### src/include/gmc_params.svh
`ifndef GMC_PARAMS_SVH
`define GMC_PARAMS_SVH

// one bus word is one cache word
`define GMC_DATA_W 32
`define GMC_ADDR_W 32
// log2 of beats per line
`define GMC_BURST_W 3
`define GMC_LINE_ADDR_W 16
// log2 of queued write-back bursts
`define GMC_WB_BURSTS_W 1

`define GMC_LINE_WORDS (1 << `GMC_BURST_W)
// byte offset bits within a line of 4-byte words
`define GMC_LINE_OFS_W (`GMC_BURST_W + 2)
`define GMC_WB_BURSTS (1 << `GMC_WB_BURSTS_W)
`define GMC_WB_FIFO_W (`GMC_BURST_W + `GMC_WB_BURSTS_W)
`define GMC_WB_FIFO_DEPTH (1 << `GMC_WB_FIFO_W)

`endif

### src/verilog/gmc_axi_pkg.sv
`include "gmc_params.svh"

package gmc_axi_pkg;

   // byte address on the AR and AW channels
   typedef logic [`GMC_ADDR_W-1:0] axi_addr_t;

   // one beat on R or W
   typedef logic [`GMC_DATA_W-1:0] axi_data_t;

endpackage

### src/verilog/gmc_cache_pkg.sv
`include "gmc_params.svh"

package gmc_cache_pkg;

   typedef logic [`GMC_LINE_ADDR_W-1:0] line_addr_t;
   typedef logic [`GMC_BURST_W-1:0] beat_idx_t;

   // one extra bit so a full FIFO counts as 16
   typedef logic [`GMC_WB_FIFO_W:0] wb_level_t;

   typedef enum logic [1:0] {
      fill_idle,
      fill_send_addr,
      fill_get_data,
      fill_to_cache
   } fill_state_e;

   typedef enum logic [1:0] {
      wb_idle,
      wb_fill_fifo,
      wb_wait_room
   } wb_state_e;

endpackage

### src/verilog/gmc_aw_queue.sv
`timescale 1ns/10ps
`include "gmc_params.svh"

module gmc_aw_queue (
   input  logic                      clk,
   input  logic                      nrst,
   input  logic                      push_i,
   input  gmc_cache_pkg::line_addr_t push_line_i,
   output logic                      full_o,
   output gmc_axi_pkg::axi_addr_t    awaddr_o,
   output logic                      awvalid_o,
   input  logic                      awready_i
);

   gmc_axi_pkg::axi_addr_t addr_mem [`GMC_WB_BURSTS];
   logic [`GMC_WB_BURSTS_W-1:0] wr_ptr;
   logic [`GMC_WB_BURSTS_W-1:0] rd_ptr;
   logic [`GMC_WB_BURSTS_W-1:0] wr_ptr_nx;
   logic [`GMC_WB_BURSTS_W-1:0] rd_ptr_nx;
   logic nempty;
   logic nempty_nx;
   logic full_nx;
   logic push;
   logic pop;

   assign push = push_i && !full_o;
   assign pop = awvalid_o && awready_i;
   assign awvalid_o = nempty;
   assign awaddr_o = addr_mem[rd_ptr];

   always_ff @(posedge clk) begin
      if (push) begin
         addr_mem[wr_ptr] <= gmc_axi_pkg::axi_addr_t'(push_line_i) << `GMC_LINE_OFS_W;
      end
   end

   always_comb begin
      wr_ptr_nx = push ? wr_ptr + 1'b1 : wr_ptr;
      rd_ptr_nx = pop ? rd_ptr + 1'b1 : rd_ptr;
      full_nx = full_o;
      nempty_nx = nempty;
      if (push && !pop) begin
         nempty_nx = 1'b1;
         full_nx = (wr_ptr_nx == rd_ptr);  // caught up with the read side
      end else if (pop && !push) begin
         full_nx = 1'b0;
         nempty_nx = (rd_ptr_nx != wr_ptr);
      end
   end

   always_ff @(posedge clk) begin
      if (nrst) begin
         wr_ptr <= '0;
         rd_ptr <= '0;
         full_o <= 1'b0;
         nempty <= 1'b0;
      end else begin
         wr_ptr <= wr_ptr_nx;
         rd_ptr <= rd_ptr_nx;
         full_o <= full_nx;
         nempty <= nempty_nx;
      end
   end

endmodule

### src/verilog/gmc_axi_controllers.sv
`timescale 1ns/10ps
`include "gmc_params.svh"

module gmc_axi_controllers (
   input  logic                      clk,
   input  logic                      nrst,
   // tag side
   input  logic                      fill_go_i,
   input  gmc_cache_pkg::line_addr_t fill_line_i,
   output logic                      fill_free_o,
   input  logic                      wb_go_i,
   input  gmc_cache_pkg::line_addr_t wb_line_i,
   output logic                      wb_free_o,
   output logic                      wb_done_o,
   // cache side
   output logic                      fill_rqst_o,
   output gmc_cache_pkg::line_addr_t fill_line_o,
   input  logic                      fill_ack_i,
   output gmc_axi_pkg::axi_data_t    fill_data_o,
   output logic                      fill_valid_o,
   output logic                      wb_rqst_o,
   output gmc_cache_pkg::line_addr_t wb_line_o,
   input  logic                      wb_ack_i,
   input  gmc_axi_pkg::axi_data_t    wb_data_i,
   input  logic                      wb_data_valid_i,
   // AXI4 memory side
   output gmc_axi_pkg::axi_addr_t    araddr_o,
   output logic                      arvalid_o,
   input  logic                      arready_i,
   input  gmc_axi_pkg::axi_data_t    rdata_i,
   input  logic                      rvalid_i,
   input  logic                      rlast_i,
   output logic                      rready_o,
   output gmc_axi_pkg::axi_addr_t    awaddr_o,
   output logic                      awvalid_o,
   input  logic                      awready_i,
   output gmc_axi_pkg::axi_data_t    wdata_o,
   output logic                      wvalid_o,
   output logic                      wlast_o,
   input  logic                      wready_i,
   input  logic                      bvalid_i,
   output logic                      bready_o
);

   logic aw_full;
   logic aw_push;

   // only a go that the write-back engine accepts enters the queue
   assign aw_push = wb_go_i && wb_free_o;

   gmc_fill_engine u_fill (
      .clk, .nrst, .fill_go_i, .fill_line_i, .fill_free_o,
      .araddr_o, .arvalid_o, .arready_i, .rdata_i, .rvalid_i, .rlast_i, .rready_o,
      .fill_rqst_o, .fill_line_o, .fill_ack_i, .fill_data_o, .fill_valid_o
   );

   // write-back addresses queue here until AW accepts them
   gmc_aw_queue u_aw (
      .clk, .nrst, .push_i(aw_push), .push_line_i(wb_line_i), .full_o(aw_full),
      .awaddr_o, .awvalid_o, .awready_i
   );

   gmc_writeback_engine u_wb (
      .clk, .nrst, .wb_go_i, .wb_line_i, .wb_free_o, .aw_full_i(aw_full),
      .wb_rqst_o, .wb_line_o, .wb_ack_i, .wb_data_i, .wb_data_valid_i,
      .wdata_o, .wvalid_o, .wlast_o, .wready_i, .bvalid_i, .bready_o, .wb_done_o
   );

endmodule

### src/verilog/gmc_fill_engine.sv
`timescale 1ns/10ps
`include "gmc_params.svh"

module gmc_fill_engine (
   input  logic                      clk,
   input  logic                      nrst,
   input  logic                      fill_go_i,
   input  gmc_cache_pkg::line_addr_t fill_line_i,
   output logic                      fill_free_o,
   output gmc_axi_pkg::axi_addr_t    araddr_o,
   output logic                      arvalid_o,
   input  logic                      arready_i,
   input  gmc_axi_pkg::axi_data_t    rdata_i,
   input  logic                      rvalid_i,
   input  logic                      rlast_i,
   output logic                      rready_o,
   output logic                      fill_rqst_o,
   output gmc_cache_pkg::line_addr_t fill_line_o,
   input  logic                      fill_ack_i,
   output gmc_axi_pkg::axi_data_t    fill_data_o,
   output logic                      fill_valid_o
);

   gmc_cache_pkg::fill_state_e state;
   gmc_axi_pkg::axi_data_t line_buf [`GMC_LINE_WORDS];
   gmc_cache_pkg::beat_idx_t wr_idx;
   gmc_cache_pkg::beat_idx_t rd_idx;
   logic go_take;
   logic beat_in;

   assign go_take = fill_go_i && fill_free_o;
   assign rready_o = (state == gmc_cache_pkg::fill_get_data);
   assign beat_in = rvalid_i && rready_o;
   assign fill_data_o = line_buf[rd_idx];

   // line index to byte address
   always_ff @(posedge clk) begin
      if (go_take) begin
         araddr_o <= gmc_axi_pkg::axi_addr_t'(fill_line_i) << `GMC_LINE_OFS_W;
         fill_line_o <= fill_line_i;
      end
   end

   always_ff @(posedge clk) begin
      if (beat_in) begin
         line_buf[wr_idx] <= rdata_i;
      end
   end

   always_ff @(posedge clk) begin
      if (nrst) begin
         state <= gmc_cache_pkg::fill_idle;
         fill_free_o <= 1'b1;
         arvalid_o <= 1'b0;
         fill_rqst_o <= 1'b0;
         fill_valid_o <= 1'b0;
         wr_idx <= '0;
         rd_idx <= '0;
      end else begin
         case (state)
            gmc_cache_pkg::fill_idle: begin
               if (go_take) begin  // miss from the tag side
                  state <= gmc_cache_pkg::fill_send_addr;
                  fill_free_o <= 1'b0;
                  arvalid_o <= 1'b1;
               end
            end
            gmc_cache_pkg::fill_send_addr: begin
               if (arready_i) begin
                  arvalid_o <= 1'b0;
                  state <= gmc_cache_pkg::fill_get_data;
               end
            end
            gmc_cache_pkg::fill_get_data: begin
               if (beat_in) begin
                  wr_idx <= rlast_i ? '0 : wr_idx + 1'b1;
                  if (rlast_i) begin
                     state <= gmc_cache_pkg::fill_to_cache;
                     fill_rqst_o <= 1'b1;
                  end
               end
            end
            gmc_cache_pkg::fill_to_cache: begin
               if (fill_rqst_o && fill_ack_i) begin
                  fill_rqst_o <= 1'b0;
                  fill_valid_o <= 1'b1;
               end
               if (fill_valid_o) begin
                  rd_idx <= rd_idx + 1'b1;
                  if (rd_idx == '1) begin  // last word to cache
                     fill_valid_o <= 1'b0;
                     fill_free_o <= 1'b1;
                     state <= gmc_cache_pkg::fill_idle;
                  end
               end
            end
            default: state <= gmc_cache_pkg::fill_idle;
         endcase
      end
   end

endmodule

### src/verilog/gmc_writeback_engine.sv
`timescale 1ns/10ps
`include "gmc_params.svh"

module gmc_writeback_engine (
   input  logic                      clk,
   input  logic                      nrst,
   input  logic                      wb_go_i,
   input  gmc_cache_pkg::line_addr_t wb_line_i,
   output logic                      wb_free_o,
   input  logic                      aw_full_i,
   output logic                      wb_rqst_o,
   output gmc_cache_pkg::line_addr_t wb_line_o,
   input  logic                      wb_ack_i,
   input  gmc_axi_pkg::axi_data_t    wb_data_i,
   input  logic                      wb_data_valid_i,
   output gmc_axi_pkg::axi_data_t    wdata_o,
   output logic                      wvalid_o,
   output logic                      wlast_o,
   input  logic                      wready_i,
   input  logic                      bvalid_i,
   output logic                      bready_o,
   output logic                      wb_done_o
);

   gmc_cache_pkg::wb_state_e state;
   gmc_axi_pkg::axi_data_t data_fifo [`GMC_WB_FIFO_DEPTH];
   logic [`GMC_WB_FIFO_W-1:0] wr_ptr;
   logic [`GMC_WB_FIFO_W-1:0] rd_ptr;
   gmc_cache_pkg::wb_level_t level;
   gmc_cache_pkg::wb_level_t level_nx;
   gmc_cache_pkg::wb_level_t level_ack;
   gmc_cache_pkg::wb_level_t level_ack_nx;
   gmc_cache_pkg::beat_idx_t beat_cnt;
   logic [`GMC_WB_FIFO_W-1:0] out_cnt;  // bursts waiting for B
   logic go_take;
   logic ack_take;
   logic pop;
   logic b_take;
   logic room;

   assign go_take = wb_go_i && wb_free_o;
   assign ack_take = wb_ack_i && wb_rqst_o;
   assign wvalid_o = (level != '0);
   assign wdata_o = data_fifo[rd_ptr];
   assign wlast_o = (beat_cnt == '1);
   assign pop = wvalid_o && wready_i;
   assign bready_o = (out_cnt != '0);
   assign b_take = bvalid_i && bready_o;

   // level_ack books a whole line at ack time
   always_comb begin
      level_nx = level;
      level_ack_nx = level_ack;
      if (wb_data_valid_i) begin
         level_nx = level_nx + 1'b1;
      end
      if (pop) begin
         level_nx = level_nx - 1'b1;
         level_ack_nx = level_ack_nx - 1'b1;
      end
      if (ack_take) begin
         level_ack_nx = level_ack_nx + gmc_cache_pkg::wb_level_t'(`GMC_LINE_WORDS);
      end
   end

   assign room = level_ack_nx <=
                 gmc_cache_pkg::wb_level_t'(`GMC_WB_FIFO_DEPTH - `GMC_LINE_WORDS);

   always_ff @(posedge clk) begin
      if (wb_data_valid_i) begin
         data_fifo[wr_ptr] <= wb_data_i;
      end
      if (go_take) begin
         wb_line_o <= wb_line_i;
      end
   end

   always_ff @(posedge clk) begin
      if (nrst) begin
         wr_ptr <= '0;
         rd_ptr <= '0;
         level <= '0;
         level_ack <= '0;
         beat_cnt <= '0;
         out_cnt <= '0;
         wb_done_o <= 1'b0;
      end else begin
         wr_ptr <= wb_data_valid_i ? wr_ptr + 1'b1 : wr_ptr;
         rd_ptr <= pop ? rd_ptr + 1'b1 : rd_ptr;
         beat_cnt <= pop ? beat_cnt + 1'b1 : beat_cnt;
         level <= level_nx;
         level_ack <= level_ack_nx;
         if (go_take && !b_take) begin
            out_cnt <= out_cnt + 1'b1;
         end else if (b_take && !go_take) begin
            out_cnt <= out_cnt - 1'b1;
         end
         wb_done_o <= b_take;
      end
   end

   always_ff @(posedge clk) begin
      if (nrst) begin
         state <= gmc_cache_pkg::wb_idle;
         wb_free_o <= 1'b1;
         wb_rqst_o <= 1'b0;
      end else begin
         case (state)
            gmc_cache_pkg::wb_idle: begin
               wb_free_o <= !aw_full_i;
               if (go_take) begin  // eviction from the tag side
                  state <= gmc_cache_pkg::wb_fill_fifo;
                  wb_rqst_o <= 1'b1;
                  wb_free_o <= 1'b0;
               end
            end
            gmc_cache_pkg::wb_fill_fifo: begin
               if (ack_take) begin
                  wb_rqst_o <= 1'b0;
                  if (room) begin
                     state <= gmc_cache_pkg::wb_idle;
                     wb_free_o <= !aw_full_i;
                  end else begin
                     state <= gmc_cache_pkg::wb_wait_room;
                  end
               end
            end
            gmc_cache_pkg::wb_wait_room: begin
               if (room) begin  // W channel drained enough
                  state <= gmc_cache_pkg::wb_idle;
                  wb_free_o <= !aw_full_i;
               end
            end
            default: state <= gmc_cache_pkg::wb_idle;
         endcase
      end
   end

endmodule
### config.mk
export PLATFORM = sky130hd
export DESIGN_NAME = gmc_axi_controllers
export DESIGN_NICKNAME = d
export VERILOG_FILES = /design/src/verilog/gmc_axi_pkg.sv /design/src/verilog/gmc_cache_pkg.sv /design/src/verilog/gmc_aw_queue.sv /design/src/verilog/gmc_axi_controllers.sv /design/src/verilog/gmc_fill_engine.sv /design/src/verilog/gmc_writeback_engine.sv
export VERILOG_INCLUDE_DIRS = /design/src /design/src/include
export SDC_FILE = /design/constraint.sdc
export NUM_CORES = 1
export LEC_CHECK = 0
export BUFFER_PORTS_ARGS = -buffer_cell sky130_fd_sc_hd__buf_2
export CAP_MARGIN = 10
export CORE_MARGIN = 2
export CORE_UTILIZATION = 38
export CTS_BUF_LIST = sky130_fd_sc_hd__clkbuf_8
export CTS_CLUSTER_DIAMETER = 60
export DETAILED_ROUTE_END_ITERATION = 10
export PLACE_DENSITY = 0.61
export SLEW_MARGIN = 20
export SYNTH_ARGS = -nofsm -noshare
export SYNTH_HDL_FRONTEND = slang
export SYNTH_SLANG_ARGS = --single-unit
### constraint.sdc
create_clock -name clk -period 4.9 [get_ports clk]
set_input_delay 0.98 -clock clk [delete_from_list [all_inputs] [get_ports clk]]
set_output_delay 0.98 -clock clk [all_outputs]
set_load 0.01 [all_outputs]
==> flow_metrics.tcl, run 1 <==
set metrics [dict create \
    status "finished, final reports clean" \
    grt_pass1_vias 17700 \
    drcViolationCount 0 \
    antenna_found_initial 12 \
    grt.overflow.total 0 \
    crit_arrival_ps 3230 \
    finalCriticalPeriod_ps 4210 \
    ctsHtreeMaxLevel 4 \
    ir_drop_v 0.000239 \
    slew_viol_final 0 \
    layout_worst_path_cycle_share 0.860 \
    clockRootBuffer "clkbuf_8" \
    yosysUniqueCellTypes 56 \
    avgRoutedWirePerCell_um 22.9 \
    hold_end "u_fill.fill_line_o[2]" \
    worstPathCellList "buf_4, mux4_2, mux4_2, buf_2" \
    synth_edf_count 832 \
    r2r_slack_ps 2260 \
    ctsResizeCount 0 \
    ys_top_cells_by_area "edfxtp_1 73%, mux4_2 15%, dfxtp_1 3.1%, mux2_2 1.6%, buf_4 1.3%" \
    max_stage_delay_ps 710 \
    dieArea_mm2 0.0922 \
    worst_path_most_repeated_cell "mux4_2" \
    io_buffers 248 \
    min_path_type "input pin to register" \
    dp_slack_ps 1430 \
    cts_tree "yes" \
    drive_gt1_frac 0.385 \
    die-width_um 304 \
    syn_area_per_cell_um2 22.1 \
    hold_depth 1 \
    synthArstFlopShare 0 \
    hp-start "fill_line_i[2]" \
    worst_clock_skew_ps 43.0 \
    vias 16400 \
    worstSetupPathType "register to output port" \
    drtIter0Drc 1114 \
    cts_made_buffers 148 \
    yosys-top-cells-count "832 x edfxtp_1, 221 x mux4_2, 58 x buf_4" \
    max_freq_mhz 237 \
    rsz0062_at_grt "no" \
    setup_ws_ps 687 \
    dpl.cell_count 2921 \
    synth_area_leader_cell "edfxtp_1" \
    p_total_mw 18.0 \
    syn_area_mm2 0.0341 \
    fin_nets 2045 \
    placed_cell_area_mm2 0.0367 \
    clkSlewWorstSetupHoldPaths_ps 60 \
    dp_hpwl_um 41000 \
    yosysMostFrequentCell "edfxtp_1" \
    final_cells 3197 \
    die_y_um 304 \
    grtUsageTotal 0.160 \
    ff2ff_path_depth 10 \
    r2r-end "u_wb.out_cnt[3]" \
    netlist_instances 1547 \
    cp-end-kind "output port" \
    yosysTopAreaCellShare 0.732 \
    viasPerCell 5.14 \
    ys_warn_count 0 \
    required_ps 3920 \
    place_congestion 0.755 \
    leakage_nw 13.0 \
    final_cell_area_mm2 0.0394 \
    drt-total-wl_um 73200 \
    relSlewSlack 0.285 \
    clkLatencyLatePin_ps 800 \
    cts_setup_buffers 0 \
    num_rows 109 \
    ant_nets 0 \
    ys_seq_elements 885 \
    io_pins 281 \
    cp_slowest_cell "dfxtp_4" \
    grt_pass1_wl_um 110000 \
    crit_fanout 24 \
    r2r_start "u_wb.out_cnt[0]" \
    initial_core_util 0.385 \
    setup_tns_ps 0 \
    holdBufCountCts 0 \
    setup_viol 0 \
    clockBufferDepth 3 \
    numClockSinks 885 \
    p_per_area_mw_per_mm2 455 \
    dr.pass1.iters 5 \
    worstMarginPinSlew_ps 1070 \
    grt_max_degree 65 \
    ys_dominant_reg_cell "edfxtp_1" \
    drv_cap 0 \
    worstSetupStartpointType "register" \
    core_area_mm2 0.0886 \
    yosysSeqAreaShare 0.763 \
    finalHoldViolations 0 \
    area_delta_synth_final_pct 15.6 \
]
[worst max-delay path: cells and delay by family (launching register included)]
kind | cells | cell delay, ps
buffers and inverters | 2 | 640
flip-flops | 1 | 710
multiplexers | 2 | 1070
[cell families (layout without fill, tap and decap cells)]
group                      Yosys count  count (layout)  share of synthesized area
other                                1              41                   0.000110
xor gates and xnor gates            27              27                    0.00693
muxes                              277             277                      0.165
DFF                                885             885                      0.763
buffers and inverters              129             574                     0.0218
adders and majority gates           29              29                     0.0109
AOI/OAI and AO/OA                   49              49                     0.0100
and+or+nand+nor                    150             150                     0.0217
[final cells by class]
type,count,area (µm²)
Antenna cell,9,22.5
Clock buffer,153,2110
Clock inverter,113,592
Fill cell,7601,49200
Inverter,18,67.6
Multi-Input combinational cell,564,7510
Sequential cell,885,26100
Tap cell,1165,1460
Timing Repair Buffer,290,1630
[power breakdown]
group / internal, mW / total [mW] / leakage [nW] / switching [mW]
logic: 1.57 / 3.12 / 3.45 / 1.55
registers: 8.62 / 8.90 / 7.97 / 0.277
clock network: 3.02 / 5.94 / 1.55 / 2.91
[routing by layer]
layer / vias up / global-route usage / share of wire
li1: 7092 / - / -
met1: 8610 / 0.199 / 0.40
met2: 590 / 0.269 / 0.51
met3: 129 / 0.0431 / 0.067
met4: 10 / 0.0572 / 0.020
met5: - / 0 / 0.0011
[sequential cells by signal, indices dropped and copies added, names as in the netlist, 2 cells and up, named ones only]
signal              flops
u_aw.addr_mem          32
u_fill.fill_line_o     16
u_fill.line_buf       256
u_fill.rd_idx           3
u_fill.state            2
u_fill.wr_idx           3
u_wb.beat_cnt           3
u_wb.data_fifo        512
u_wb.level              5
u_wb.level_ack          5
u_wb.out_cnt            4
u_wb.rd_ptr             4
u_wb.state              2
u_wb.wb_line_o         16
u_wb.wr_ptr             4
[through the flow]
stage / hold slack [ps] / utilization
after floorplan: 440 / -
after global placement: 447 / 0.414
after detailed placement: 463 / 0.414
after CTS: 249 / 0.444
after global routing: 266 / 0.445
final: 350 / 0.445
[worst max-delay path by stage]
stage                                  endpoint  slack [ps]  cells after the start     start
final                                wdata_o[0]         690                      4  register
after global placement               wdata_o[0]        1450                      4  register
after detailed placement             wdata_o[0]        1430                      4  register
after global routing                 wdata_o[0]         440                      4  register
after floorplan           u_fill.line_buf[0][0]         170                      2  rvalid_i
after CTS                            wdata_o[0]         510                      4  register
[placed cells by master (no fill, tap or decap), types with 37 or more instances in the layout]
cell type | Yosys | layout
buf_2 | 11 | 248
clkbuf_8 | 0 | 153
nor2_1 | 52 | 49
mux2_2 | 49 | 49
mux4_2 | 221 | 221
edfxtp_1 | 832 | 832
buf_4 | 58 | 37
nand2_1 | 37 | 37
inv_1 | 17 | 65
dfxtp_1 | 53 | 47
No activity file was read; power rests on OpenSTA's default activity.
==> run 2: changes to the inputs <==
Settings changed: ABC_AREA set to 1.
==> run 2 against run 1 <==
Largest cell class unchanged. Count of clock-buffer cells in the layout down 2. Core utilization down 0.30 points. Sequential power about the same. Global-route usage up 0.89 points. Wire length up 11%. Critical path depth up 3. Design area up 3.0%. Die area up 3.6%. Synthesized area up 3.6%. Non-clock buffer count up 6. Worst hold slack worse by 6.5 ps. Critical path type unchanged. Maximum frequency down 1.7%.
==> flow_metrics.tcl, run 2 <==
set metrics [dict create \
    status "finished, final reports clean" \
    die-width_um 309 \
    globalRouteMet3Util 0.0434 \
    dp_hpwl_um 45100 \
    slew_viol_final 0 \
    final_common_cell "edfxtp_1" \
    cp-end-kind "output port" \
    largest_register_ffs 512 \
    holdBufCountCts 0 \
    crit_arrival_ps 3300 \
    die_y_um 309 \
    ys_top_cells_by_area "edfxtp_1 71%, o21ai_0 4.3%, mux2i_1 3.6%, nor2_1 3.1%, dfxtp_1 3.0%" \
    drv_cap 0 \
    setup_tns_ps 0 \
    antenna_found_initial 14 \
    grt_pass1_vias 20900 \
    yosys-top-cells-count "832 x edfxtp_1, 303 x o21ai_0, 292 x nor2_1" \
    clockRootBuffer "clkbuf_8" \
    grt_pass1_wl_um 123000 \
    yosysUniqueCellTypes 41 \
    initial_core_util 0.385 \
    grt_busiest_layer "met2" \
    worstSetupStartpointType "register" \
    ir_drop_v 0.000304 \
    met2_usage 0.280 \
    gr-usage-met1 0.213 \
    holdWs_ps 343 \
    r2r-end "u_fill.line_buf[1][1]" \
    most-common-layout-cells "832 x edfxtp_1, 303 x o21ai_0, 268 x nor2_1" \
    yosysSeqAreaShare 0.736 \
    grt_max_degree 111 \
    fin_nets 3036 \
    area_delta_synth_final_pct 14.9 \
    ant_nets 0 \
    seq_area_mm2 0.0261 \
    cts_setup_buffers 0 \
    io_pins 281 \
    leakage_nw 14.4 \
    p_per_area_mw_per_mm2 477 \
    drive_gt1_frac 0.173 \
    vias 21300 \
    min_path_type "input pin to register" \
    cts_made_buffers 149 \
    syn_area_per_cell_um2 13.5 \
    ys_dominant_reg_cell "edfxtp_1" \
    worst_clock_skew_ps 62.8 \
    drtIter0Drc 1562 \
    top_regs "u_wb.data_fifo: 512 flops, u_fill.line_buf: 256 flops, u_aw.addr_mem: 32 flops" \
    num_rows 111 \
    cts_tree "yes" \
    crit_fanout 69 \
    ctsResizeCount 0 \
    clkLatencyLatePin_ps 810 \
    place_congestion 0.730 \
    drt-total-wl_um 81400 \
    numClockSinks 885 \
    r2r_slack_ps 2110 \
    ys_seq_elements 885 \
    ff2ff_path_depth 7 \
    avgRoutedWirePerCell_um 19.2 \
    dr.pass1.iters 5 \
    core_area_mm2 0.0919 \
    finalCriticalPeriod_ps 4280 \
    ctsHtreeMaxLevel 4 \
    max_freq_mhz 233 \
    layout_worst_path_cycle_share 0.874 \
    post-route-util 0.442 \
    grtUsageTotal 0.169 \
    ys_warn_count 0 \
    fillers 8291 \
    clkSlewWorstSetupHoldPaths_ps 60 \
    worstMarginPinSlew_ps 1080 \
    relSlewSlack 0.279 \
    clockBufferDepth 3 \
    yosysMostFrequentCell "edfxtp_1" \
    yosysTopAreaCellShare 0.706 \
    required_ps 3920 \
    worstSetupPathType "register to output port" \
    io_buffers 248 \
    cp-endpoint "fill_data_o[22]" \
    viasPerCell 5.02 \
    rsz0062_at_grt "no" \
    setup_viol 0 \
    dieArea_mm2 0.0955 \
    synthArstFlopShare 0 \
    synth_edf_count 832 \
    drcViolationCount 0 \
    multi_input_area_mm2 0.00788 \
    finalHoldViolations 0 \
    grt.overflow.total 0 \
    top_register "u_wb.data_fifo" \
    syn_area_mm2 0.0354 \
    netlist_instances 2615 \
    synth_area_leader_cell "edfxtp_1" \
    r2r_start "u_fill.state[0]" \
]
## run 2: where the power goes
group / internal (mW) / total (mW) / switching [mW]
logic: 1.58 / 4.29 / 2.71
registers: 8.62 / 8.93 / 0.307
clock network: 3.17 / 6.18 / 3.00
total: 13.4 / 19.4 / 6.02
## run 2: worst min-delay path by stage
stage,start,endpoint,slack [ps],cells past startpoint
floorplan,u_wb.beat_cnt[0],u_wb.beat_cnt[0],430,1
global placement,u_wb.beat_cnt[0],u_wb.beat_cnt[0],450,1
detailed placement,u_wb.rd_ptr[2],register,460,1
CTS,fill_line_i[13],u_fill.fill_line_o[13],250,1
global route,fill_line_i[3],u_fill.fill_line_o[3],270,1
finish,fill_line_i[13],u_fill.fill_line_o[13],340,1
## run 2: kinds of logic after synthesis
family | count (synthesis) | synth area share
adder cells (fa/ha/maj) | 29 | 0.0105
XOR/XNOR | 8 | 0.00198
other | 1 | 0.000106
AND/OR/NAND/NOR | 523 | 0.0601
multiplexers | 128 | 0.0362
buffers and inverters | 383 | 0.0494
flip-flops | 885 | 0.736
AO/OA/AOI/OAI | 658 | 0.105
## run 2: critical path, cell delays in order (launching register included)
cell and delay, ps:
dfxtp_4 350, buf_4 570, buf_4 620, o21ai_0 180
o22ai_1 190, nor2_1 50, a31oi_1 330, buf_2 200
## run 2: layout make-up
type                    count  area share
flip-flops and latches    885       0.641
multi-input cells        1378       0.194
clock buffers             151      0.0511
repair buffers            296      0.0407
well taps                1243      0.0383
inverters                 188      0.0175
clock inverters           104      0.0168
diodes                      5    0.000308
## run 2: layer usage
| layer | wire length [µm] | part of all wire | vias up |
|---|---|---|---|
| met1 | 34600 | 0.42 | 10400 |
| met3 | 5400 | 0.066 | 160 |
| met5 | 95 | 0.0012 | - |
| li1 | - | - | 10100 |
| met2 | 39600 | 0.49 | 693 |
| met4 | 1790 | 0.022 | 14 |
## run 2: through the flow
step / power, mW / cell area [µm²] / instances / setup WS, ps
after floorplan: 12.1 / 35500 / 2646 / 1660
after global placement: 13.4 / 37900 / 3990 / 1340
after detailed placement: 13.4 / 37900 / 3990 / 1340
after CTS: 19.6 / 40600 / 4245 / 462
after global routing: 20.5 / 40600 / 4249 / 349
final: 19.4 / 40600 / 4250 / 616
